[config.mk]
export PLATFORM = sky130hd
export DESIGN_NAME = csa_top
export DESIGN_NICKNAME = d
export VERILOG_FILES = /design/src/source/csa_pkg.sv /design/src/source/csa_calc_unit.sv /design/src/source/csa_dispatch.sv /design/src/source/csa_collect.sv /design/src/source/csa_regs.sv /design/src/source/csa_top.sv
export VERILOG_INCLUDE_DIRS = /design/src /design/src/include
export SDC_FILE = /design/constraint.sdc
export NUM_CORES = 2
export LEC_CHECK = 0
export BUFFER_PORTS_ARGS = -buffer_cell sky130_fd_sc_hd__buf_2
export CAP_MARGIN = 0
export CORE_ASPECT_RATIO = 0.7
export CORE_MARGIN = 8
export CORE_UTILIZATION = 30
export DETAILED_ROUTE_END_ITERATION = 10
export SLEW_MARGIN = 0
export SYNTH_ARGS = -nofsm -noshare
export SYNTH_HDL_FRONTEND = slang
export SYNTH_SLANG_ARGS = --single-unit
[constraint.sdc]
create_clock -name axi_mm_clk -period 5.8 [get_ports axi_mm_clk]
set_input_delay 0.58 -clock axi_mm_clk [delete_from_list [all_inputs] [get_ports axi_mm_clk]]
set_output_delay 0.58 -clock axi_mm_clk [all_outputs]
set_load 0.1 [all_outputs]
[src/include/csa_config.svh]
`ifndef CSA_CONFIG_SVH
`define CSA_CONFIG_SVH

// ------------------------------------------------------------
// accelerator sizing

`define CSA_UNIT_NUM 4 // 2, 4 and 8 are all valid
`define CSA_IDX_BITS $clog2(`CSA_UNIT_NUM)

// ------------------------------------------------------------
// register bank

`define CSA_ADDR_BITS 5 // word address width of the bank
`define CSA_TIMES_DEFAULT 32'd8 // iteration count after reset or a zero write
`define CSA_UNMAPPED_TAG 16'hE000 // upper half of an unmapped read

`endif

[src/source/csa_pkg.sv]
`default_nettype none
`include "csa_config.svh"

package csa_pkg;

	typedef struct packed {
		logic [7:0] b4;
		logic [7:0] b3;
		logic [7:0] b2;
		logic [7:0] b1;
		logic [7:0] b0; // byte 0 sits in the low bits of the word
	} csa_in_t;

	typedef struct packed {
		logic [15:0] min;
		logic [15:0] max;
		logic [15:0] sum; // sum in the low half word, as out_data0
	} csa_out_t;

	typedef struct packed {
		logic [31:0] times;
		logic [31:0] delay;
	} calc_cfg_t;

	typedef struct packed {
		logic                      cyc;
		logic                      stb;
		logic                      we;
		logic [3:0]                sel;
		logic [`CSA_ADDR_BITS-1:0] adr;
		logic [31:0]               dat;
	} wb_req_t;

	typedef struct packed {
		logic        ack;
		logic [31:0] dat;
	} wb_rsp_t;

	typedef enum logic [`CSA_ADDR_BITS-1:0] {
		addr_busy       = 0,
		addr_out_room   = 1,
		addr_channel    = 2,
		addr_in_valid   = 3,
		addr_in_data0   = 4,
		addr_in_data1   = 5,
		addr_in_data2   = 6,
		addr_in_data3   = 7,
		addr_in_data4   = 8,
		addr_out_valid  = 9,
		addr_out_data0  = 10,
		addr_out_data1  = 11,
		addr_out_data2  = 12,
		addr_calc_times = 13,
		addr_calc_delay = 14
	} reg_addr_e;

	typedef enum logic [1:0] {wait_unit, wait_data, take} dispatch_state_e;

	typedef enum logic {wait_room, wait_result} collect_state_e;

	typedef enum logic [1:0] {idle, wait_in, wait_out} valid_state_e;

endpackage

`default_nettype wire

[src/source/csa_calc_unit.sv]
`default_nettype none
`timescale 1ns/100ps

module csa_calc_unit import csa_pkg::*; (
	input  wire            axi_mm_clk,
	input  wire            rst_n,
	input  wire calc_cfg_t calc_cfg,
	input  wire            start,
	input  wire csa_in_t   in_word,
	input  wire            clear,
	output logic           busy,
	output logic           done,
	output csa_out_t       result
);

	localparam logic [31:0] MIN_TIMES = 32'd5; // the five folds must fit before done

	logic [32:0] limit;
	logic [32:0] cnt;
	logic        fold;
	csa_in_t     word_q;
	logic [15:0] sum_q;
	logic [7:0]  max_q;
	logic [7:0]  min_q;

	assign limit = {1'b0, (calc_cfg.times < MIN_TIMES) ? MIN_TIMES : calc_cfg.times}
		+ {1'b0, calc_cfg.delay};
	assign fold = busy && !done && (cnt <= 33'd5); // one byte per cycle right after start

	// ------------------------------------------------------------
	always_ff @(posedge axi_mm_clk) begin
		if (!rst_n) begin
			busy <= 1'b0;
			done <= 1'b0;
			cnt  <= '0;
		end else if (clear) begin
			busy <= 1'b0;
			done <= 1'b0;
		end else if (start) begin
			busy <= 1'b1;
			cnt  <= 33'd1; // counts cycles since the start edge
		end else if (busy && !done) begin
			cnt <= cnt + 33'd1;
			if (cnt >= limit) begin
				done <= 1'b1; // held until the collector clears the unit
			end
		end
	end

	// ------------------------------------------------------------
	always_ff @(posedge axi_mm_clk) begin
		if (start) begin
			word_q <= in_word;
			sum_q  <= '0;
			max_q  <= '0;
			min_q  <= '1;
		end else if (fold) begin
			word_q <= csa_in_t'({8'd0, word_q[39:8]}); // next byte drops into b0
			sum_q  <= sum_q + {8'd0, word_q.b0};
			if (word_q.b0 > max_q) begin
				max_q <= word_q.b0;
			end
			if (word_q.b0 < min_q) begin
				min_q <= word_q.b0;
			end
		end
	end

	assign result.sum = sum_q;
	assign result.max = {8'd0, max_q};
	assign result.min = {8'd0, min_q};

endmodule

`default_nettype wire

[src/source/csa_dispatch.sv]
`default_nettype none
`timescale 1ns/100ps
`include "csa_config.svh"

module csa_dispatch import csa_pkg::*; (
	input  wire                       axi_mm_clk,
	input  wire                       rst_n,
	input  wire                       in_ready,
	output logic                      in_ren,
	input  wire csa_in_t              in_rdata,
	input  wire [`CSA_UNIT_NUM-1:0]   unit_busy,
	output logic [`CSA_UNIT_NUM-1:0]  unit_start,
	output csa_in_t                   unit_in,
	output logic                      in_seen,
	output logic [`CSA_IDX_BITS-1:0]  in_seen_idx
);

	localparam int IDX_BITS = `CSA_IDX_BITS;
	localparam logic [IDX_BITS-1:0] LAST = IDX_BITS'(`CSA_UNIT_NUM - 1);

	dispatch_state_e     state;
	logic [IDX_BITS-1:0] idx;

	assign in_ren = (state == wait_data) && in_ready; // one cycle, only while the port has data

	// ------------------------------------------------------------
	always_ff @(posedge axi_mm_clk) begin
		if (!rst_n) begin
			state      <= wait_unit;
			idx        <= '0;
			unit_start <= '0;
			in_seen    <= 1'b0;
		end else begin
			unit_start <= '0;
			in_seen    <= 1'b0;
			case (state)
				wait_unit: begin
					if (!unit_busy[idx]) begin
						state <= wait_data; // a stalled unit holds the whole rotation
					end
				end
				wait_data: begin
					if (in_ready) begin
						state <= take;
					end
				end
				take: begin
					unit_start[idx] <= 1'b1; // in_rdata is valid this cycle
					in_seen         <= 1'b1;
					idx             <= (idx == LAST) ? '0 : idx + 1'b1;
					state           <= wait_unit;
				end
				default: begin
					state <= wait_unit;
				end
			endcase
		end
	end

	// ------------------------------------------------------------
	always_ff @(posedge axi_mm_clk) begin
		if (state == take) begin
			unit_in     <= in_rdata;
			in_seen_idx <= idx;
		end
	end

endmodule

`default_nettype wire

[src/source/csa_collect.sv]
`default_nettype none
`timescale 1ns/100ps
`include "csa_config.svh"

module csa_collect import csa_pkg::*; (
	input  wire                                axi_mm_clk,
	input  wire                                rst_n,
	input  wire                                out_full,
	output logic                               out_wen,
	output csa_out_t                           out_wdata,
	input  wire [`CSA_UNIT_NUM-1:0]            unit_done,
	input  wire csa_out_t [`CSA_UNIT_NUM-1:0]  unit_out,
	output logic [`CSA_UNIT_NUM-1:0]           unit_clear,
	output logic                               out_seen,
	output logic [`CSA_IDX_BITS-1:0]           out_seen_idx
);

	localparam int IDX_BITS = `CSA_IDX_BITS;
	localparam logic [IDX_BITS-1:0] LAST = IDX_BITS'(`CSA_UNIT_NUM - 1);

	collect_state_e      state;
	logic [IDX_BITS-1:0] idx;
	logic                pick;

	assign pick = (state == wait_result) && unit_done[idx]; // same rotation as the dispatcher

	// ------------------------------------------------------------
	always_ff @(posedge axi_mm_clk) begin
		if (!rst_n) begin
			state      <= wait_room;
			idx        <= '0;
			out_wen    <= 1'b0;
			unit_clear <= '0;
			out_seen   <= 1'b0;
		end else begin
			out_wen    <= 1'b0;
			unit_clear <= '0;
			out_seen   <= 1'b0;
			case (state)
				wait_room: begin
					if (!out_full) begin
						state <= wait_result;
					end
				end
				default: begin
					if (pick) begin
						out_wen         <= 1'b1;
						unit_clear[idx] <= 1'b1; // frees the unit for the next word
						out_seen        <= 1'b1;
						idx             <= (idx == LAST) ? '0 : idx + 1'b1;
						state           <= wait_room;
					end
				end
			endcase
		end
	end

	always_ff @(posedge axi_mm_clk) begin
		if (pick) begin
			out_wdata    <= unit_out[idx];
			out_seen_idx <= idx;
		end
	end

endmodule

`default_nettype wire

[src/source/csa_regs.sv]
`default_nettype none
`timescale 1ns/100ps
`include "csa_config.svh"

module csa_regs import csa_pkg::*; (
	input  wire                      axi_mm_clk,
	input  wire                      rst_n,
	input  wire wb_req_t             wb_req,
	output wb_rsp_t                  wb_rsp,
	input  wire                      in_ready,
	input  wire                      out_full,
	output calc_cfg_t                calc_cfg,
	input  wire                      in_seen,
	input  wire [`CSA_IDX_BITS-1:0]  in_seen_idx,
	input  wire csa_in_t             in_word,
	input  wire                      out_seen,
	input  wire [`CSA_IDX_BITS-1:0]  out_seen_idx,
	input  wire csa_out_t            out_word
);

	logic                     ack_q;
	logic [31:0]              rdat_q;
	logic                     req;
	logic                     wr;
	reg_addr_e                addr;
	logic                     chan_wr;
	logic [31:0]              times_wr;
	logic [`CSA_IDX_BITS-1:0] channel;
	logic                     in_hit;
	logic                     out_hit;
	logic                     in_valid;
	logic                     out_valid;
	valid_state_e             vstate;
	csa_in_t                  in_snap;
	csa_out_t                 out_snap;

	function automatic logic [31:0] merge_bytes(input logic [31:0] cur,
		input logic [31:0] wdat, input logic [3:0] sel);
		logic [31:0] res;
		res = cur;
		for (int i = 0; i < 4; i++) begin
			if (sel[i]) begin
				res[i*8 +: 8] = wdat[i*8 +: 8];
			end
		end
		return res;
	endfunction

	assign req      = wb_req.cyc && wb_req.stb && !ack_q; // ack low again after one cycle
	assign wr       = req && wb_req.we;
	assign addr     = reg_addr_e'(wb_req.adr);
	assign chan_wr  = wr && (addr == addr_channel) && (wb_req.dat < `CSA_UNIT_NUM);
	assign times_wr = merge_bytes(calc_cfg.times, wb_req.dat, wb_req.sel);
	assign in_hit   = in_seen && (in_seen_idx == channel);
	assign out_hit  = out_seen && (out_seen_idx == channel);

	assign wb_rsp.ack = ack_q;
	assign wb_rsp.dat = rdat_q;

	// ------------------------------------------------------------
	always_ff @(posedge axi_mm_clk) begin
		if (!rst_n) begin
			ack_q          <= 1'b0;
			channel        <= '0;
			calc_cfg.times <= `CSA_TIMES_DEFAULT;
			calc_cfg.delay <= '0;
		end else begin
			ack_q <= req;
			if (chan_wr) begin
				channel <= wb_req.dat[`CSA_IDX_BITS-1:0];
			end
			if (wr && (addr == addr_calc_times)) begin
				calc_cfg.times <= (times_wr == '0) ? `CSA_TIMES_DEFAULT : times_wr;
			end
			if (wr && (addr == addr_calc_delay)) begin
				calc_cfg.delay <= merge_bytes(calc_cfg.delay, wb_req.dat, wb_req.sel);
			end
		end
	end

	// ------------------------------------------------------------
	always_ff @(posedge axi_mm_clk) begin
		if (!rst_n) begin
			vstate    <= idle;
			in_valid  <= 1'b0;
			out_valid <= 1'b0;
		end else if (chan_wr) begin
			vstate    <= wait_in; // a new channel invalidates both snapshots
			in_valid  <= 1'b0;
			out_valid <= 1'b0;
		end else begin
			case (vstate)
				wait_in: begin
					if (in_hit) begin
						in_valid <= 1'b1;
						vstate   <= wait_out;
					end
				end
				wait_out: begin
					if (out_hit) begin
						out_valid <= 1'b1;
						vstate    <= idle;
					end
				end
				default: begin
					vstate <= idle;
				end
			endcase
		end
	end

	always_ff @(posedge axi_mm_clk) begin
		if (in_hit) begin
			in_snap <= in_word;
		end
		if (out_hit) begin
			out_snap <= out_word;
		end
	end

	// ------------------------------------------------------------
	always_ff @(posedge axi_mm_clk) begin
		if (req) begin
			case (addr)
				addr_busy:       rdat_q <= {31'd0, in_ready};
				addr_out_room:   rdat_q <= {31'd0, !out_full};
				addr_channel:    rdat_q <= 32'(channel);
				addr_in_valid:   rdat_q <= {31'd0, in_valid};
				addr_in_data0:   rdat_q <= {24'd0, in_snap.b0};
				addr_in_data1:   rdat_q <= {24'd0, in_snap.b1};
				addr_in_data2:   rdat_q <= {24'd0, in_snap.b2};
				addr_in_data3:   rdat_q <= {24'd0, in_snap.b3};
				addr_in_data4:   rdat_q <= {24'd0, in_snap.b4};
				addr_out_valid:  rdat_q <= {31'd0, out_valid};
				addr_out_data0:  rdat_q <= {16'd0, out_snap.sum};
				addr_out_data1:  rdat_q <= {16'd0, out_snap.max};
				addr_out_data2:  rdat_q <= {16'd0, out_snap.min};
				addr_calc_times: rdat_q <= calc_cfg.times;
				addr_calc_delay: rdat_q <= calc_cfg.delay;
				default: begin
					rdat_q <= {`CSA_UNMAPPED_TAG, {(16 - `CSA_ADDR_BITS){1'b0}}, wb_req.adr};
				end
			endcase
		end
	end

endmodule

`default_nettype wire

[src/source/csa_top.sv]
`default_nettype none
`timescale 1ns/100ps
`include "csa_config.svh"

module csa_top import csa_pkg::*; (
	input  wire            axi_mm_clk,
	input  wire            rst_n,
	input  wire wb_req_t   wb_req,
	output wire wb_rsp_t   wb_rsp,
	input  wire            in_ready,
	output wire            in_ren,
	input  wire csa_in_t   in_rdata,
	input  wire            out_full,
	output wire            out_wen,
	output wire csa_out_t  out_wdata
);

	wire calc_cfg_t                        calc_cfg;
	wire [`CSA_UNIT_NUM-1:0]               unit_start;
	wire csa_in_t                          unit_in;
	wire [`CSA_UNIT_NUM-1:0]               unit_busy;
	wire [`CSA_UNIT_NUM-1:0]               unit_done;
	wire csa_out_t [`CSA_UNIT_NUM-1:0]     unit_out;
	wire [`CSA_UNIT_NUM-1:0]               unit_clear;
	wire                                   in_seen;
	wire [`CSA_IDX_BITS-1:0]               in_seen_idx;
	wire                                   out_seen;
	wire [`CSA_IDX_BITS-1:0]               out_seen_idx;

	csa_regs csa_regs_i (
		.axi_mm_clk   (axi_mm_clk),
		.rst_n        (rst_n),
		.wb_req       (wb_req),
		.wb_rsp       (wb_rsp),
		.in_ready     (in_ready),
		.out_full     (out_full),
		.calc_cfg     (calc_cfg),
		.in_seen      (in_seen),
		.in_seen_idx  (in_seen_idx),
		.in_word      (unit_in), // the word handed to the unit this cycle
		.out_seen     (out_seen),
		.out_seen_idx (out_seen_idx),
		.out_word     (out_wdata)
	);

	csa_dispatch csa_dispatch_i (
		.axi_mm_clk  (axi_mm_clk),
		.rst_n       (rst_n),
		.in_ready    (in_ready),
		.in_ren      (in_ren),
		.in_rdata    (in_rdata),
		.unit_busy   (unit_busy),
		.unit_start  (unit_start),
		.unit_in     (unit_in),
		.in_seen     (in_seen),
		.in_seen_idx (in_seen_idx)
	);

	csa_collect csa_collect_i (
		.axi_mm_clk   (axi_mm_clk),
		.rst_n        (rst_n),
		.out_full     (out_full),
		.out_wen      (out_wen),
		.out_wdata    (out_wdata),
		.unit_done    (unit_done),
		.unit_out     (unit_out),
		.unit_clear   (unit_clear),
		.out_seen     (out_seen),
		.out_seen_idx (out_seen_idx)
	);

	// ------------------------------------------------------------
	for (genvar i = 0; i < `CSA_UNIT_NUM; i++) begin : g_unit
		csa_calc_unit csa_calc_unit_i (
			.axi_mm_clk (axi_mm_clk),
			.rst_n      (rst_n),
			.calc_cfg   (calc_cfg),
			.start      (unit_start[i]),
			.in_word    (unit_in),
			.clear      (unit_clear[i]),
			.busy       (unit_busy[i]),
			.done       (unit_done[i]),
			.result     (unit_out[i])
		);
	end

endmodule

`default_nettype wire

==> impl_metrics.tcl <==
set metrics [dict create \
    status "finished clean" \
    cp.arrival_ps 6060 \
    io_buffers 154 \
    nets 3900 \
    peakVddDrop_v 0.000188 \
    drc 0 \
    wirelength_mm 112 \
    clk_pin_slew_ps 70 \
    gp_routability_congestion 0.908 \
    antenna_left 0 \
    synth_edf_count 340 \
    avgSynthCellArea_um2 10.5 \
    rsz0062_at_grt "true" \
    vias 27300 \
    clk_latency_ps 640 \
    synth-seq-cells 696 \
    critPathMaxFanout 4 \
    hold_ws_ps 118 \
    grt_max_degree 75 \
    cts_resized 0 \
    finalHoldViolCount 0 \
    fmax_mhz 180 \
    yosys_warnings 0 \
    drtIter0Drc 2905 \
    drive_gt1_share_pct 16.0 \
    syn2layout_area_growth_pct 14.9 \
    routed_via_density 5.27 \
    post_cts_buffers 0 \
    n_fill_cell 11900 \
    netlist_area_um2 35800 \
    cp-end-kind "flop" \
    maxCapViolCount 0 \
    clock-sinks 696 \
    fp.dieH_um 305 \
    crit_path_top_delay_cell "or4_1" \
    finalCritPeriodShare_pct 95.6 \
    ios 171 \
    routedWlPerCell_um 21.7 \
    clock_tree.root_cell "clkbuf_16" \
    grt_pass1_wl_mm 165 \
    worst_pin_slew_ps 1190 \
    die_x_um 429 \
    cts.path.max_buffers 3 \
    power-per-cell-area_nw_per_um2 275 \
    cts_tree "built" \
    hpwl_mm 83.7 \
    drt_first_pass_iters 6 \
    antenna_found_initial 15 \
    gr-total-overflow 0 \
    setup_viol 0 \
    path_class "reg -> reg" \
    netlist_instances 3393 \
    placed_area_um2 38400 \
    final_area_um2 41100 \
    fp-row-count 106 \
    cts_max_level 3 \
    min_path_type "in -> reg" \
    power.total_mw 11.3 \
    core_um2 119000 \
    cts_buffers 75 \
    grtUsageTotal_pct 16.3 \
    async_flop_share_pct 0 \
    slew_violations 0 \
    die_area_um2 131000 \
    worstPathRequired_ps 6320 \
    fin_util_pct 34.6 \
    max_stage_delay_ps 550 \
    ys_types 78 \
    fin_crit_ps 5540 \
    leakagePower_nw 15.4 \
    seq_area_frac_synth_pct 48.5 \
    synthFlopType "dfxtp_1" \
    critPathLaunchType "flop" \
    cpMostUsedCell "a21o_1" \
    grt_pass1_vias 24800 \
    skew_ps 21.4 \
    max_slew_margin_pct 20.3 \
    start_util_pct 30.1 \
    ctsHoldBuffers 0 \
]
==> worst max-delay path: cells and delay by family (launching register included) <==
family,cells,cell delay (ps)
simple gates,9,1480
flops,1,330
fa+ha+maj,3,860
xor+xnor,1,170
compound gates,13,2380
buf+inv,2,220
==> per-stage QoR <==
step	std cells	setup TNS (ps)	setup WS (ps)
finish	5177	0	257
global route	5175	-21.0	-15.5
CTS	5170	0	11.0
detailed placement	5032	0	55.6
global placement	5032	0	126
floorplan	3408	0	741
==> cells in the final DEF, fill, tap and decap left out, drive strengths merged, types with 11 or more instances in the layout <==
master   count
nor2       359
dfxtp      356
edfxtp     340
ha         264
nand2      217
buf        217
a21oi      202
inv        167
nand3      138
mux2       131
xor2       101
o21ai      101
mux2i       95
clkbuf      90
a21o        82
nand4       62
xnor2       62
nor4        52
nor3        41
and2        40
and3        40
mux4        34
nand2b      32
or3         30
a211oi      28
clkinv      28
nor2b       26
a22o        21
a22oi       21
o21a        20
conb        16
or2         15
o2111ai     14
and4        14
or4         12
a222oi      12
a31oi       12
a221oi      12
a21boi      11
==> synth_stat cells, drive strengths merged (28+ instances only) <==
| cell | count | area, um2 |
|---|---|---|
| nor3 | 41 | 215 |
| dfxtp | 356 | 7130 |
| nand2 | 217 | 815 |
| xnor2 | 62 | 543 |
| xor2 | 101 | 885 |
| edfxtp | 340 | 10200 |
| a21oi | 202 | 1040 |
| inv | 161 | 604 |
| mux2i | 95 | 951 |
| nor4 | 52 | 344 |
| nor2 | 359 | 1350 |
| buf | 28 | 171 |
| mux4 | 34 | 766 |
| nand4 | 62 | 388 |
| ha | 264 | 3300 |
| nand3 | 138 | 691 |
| a211oi | 28 | 215 |
| or3 | 30 | 188 |
| and3 | 40 | 250 |
| mux2 | 131 | 1480 |
| nand2b | 32 | 200 |
| clkbuf | 131 | 492 |
| a21o | 82 | 616 |
| o21ai | 101 | 509 |
| and2 | 40 | 250 |
==> cell type report <==
type	count	area [um2]	share of cell area, %
sequential	696	17400	42.2
antenna	7	17.5	0.0426
multi-input combinational	2391	17400	42.4
timing repair buffer	217	1240	3.03
clock buffer	90	2050	4.98
tap	1566	1960	4.77
clock inverter	48	450	1.10
inverter	162	608	1.48
==> logic make-up after synthesis <==
group / count (synthesis) / share of synthesized area [%]
compound gates: 591 / 10.8
xor+xnor: 163 / 3.99
fa+ha+maj: 269 / 9.52
buf+inv: 321 / 3.55
flops: 696 / 48.5
mux: 260 / 8.92
other cells: 1 / 0.0105
simple gates: 1092 / 14.7
==> per-layer routing <==
metal	part of all wire [%]	global-route usage, %	vias up
li1	-	-	12700
met4	3.1	5.50	2
met5	0.0080	0	-
met2	41	22.9	1116
met1	47	24.5	13300
met3	9.4	3.53	179
==> flip-flops by register name, summed over array words and instances, names as in the netlist, 2 cells and up <==
signal and cells:
csa_regs_i.vstate 2, csa_dispatch_i.unit_in 40, csa_dispatch_i.in_seen_idx 2, csa_collect_i.out_wdata 32, csa_dispatch_i.idx 2, g_unit.csa_calc_unit_i.cnt 132
csa_collect_i.unit_clear 4, g_unit.csa_calc_unit_i.word_q 160, csa_dispatch_i.unit_start 4, csa_regs_i.out_snap 32, g_unit.csa_calc_unit_i.busy 4, g_unit.csa_calc_unit_i.sum_q 64
csa_regs_i.rdat_q 32, csa_dispatch_i.state 2, g_unit.csa_calc_unit_i.min_q 32, g_unit.csa_calc_unit_i.max_q 32, csa_regs_i.in_snap 40, csa_regs_i.channel 2
csa_collect_i.out_seen_idx 2, g_unit.csa_calc_unit_i.done 4, csa_collect_i.idx 2, csa_regs_i.calc_cfg 64
==> report_power, final <==
part           total [mW]  internal [mW]  leakage, nW  switching, mW
sequential           5.49           5.29         6.00          0.200
clock                4.92           2.81         1.21           2.11
combinational       0.881          0.358         8.19          0.523
==> final timing paths <==
check / start / end / slack (ps) / cells past startpoint
worst min register to register: csa_regs_i.out_valid$_SDFFE_PP0P_ / csa_regs_i.out_valid$_SDFFE_PP0P_ / 470 / 2
worst min-delay path: in_rdata[26] / csa_dispatch_i.unit_in[26]$_DFFE_PP_ / 120 / 1
worst max register to register: csa_regs_i.calc_cfg[51]$_SDFFE_PN0P_ / g_unit[3].csa_calc_unit_i.done$_SDFFE_PP0P_ / 260 / 28
worst max-delay path: csa_regs_i.calc_cfg[51]$_SDFFE_PN0P_ / g_unit[3].csa_calc_unit_i.done$_SDFFE_PP0P_ / 260 / 28
Note: power is estimated with default switching activity, not from simulation.
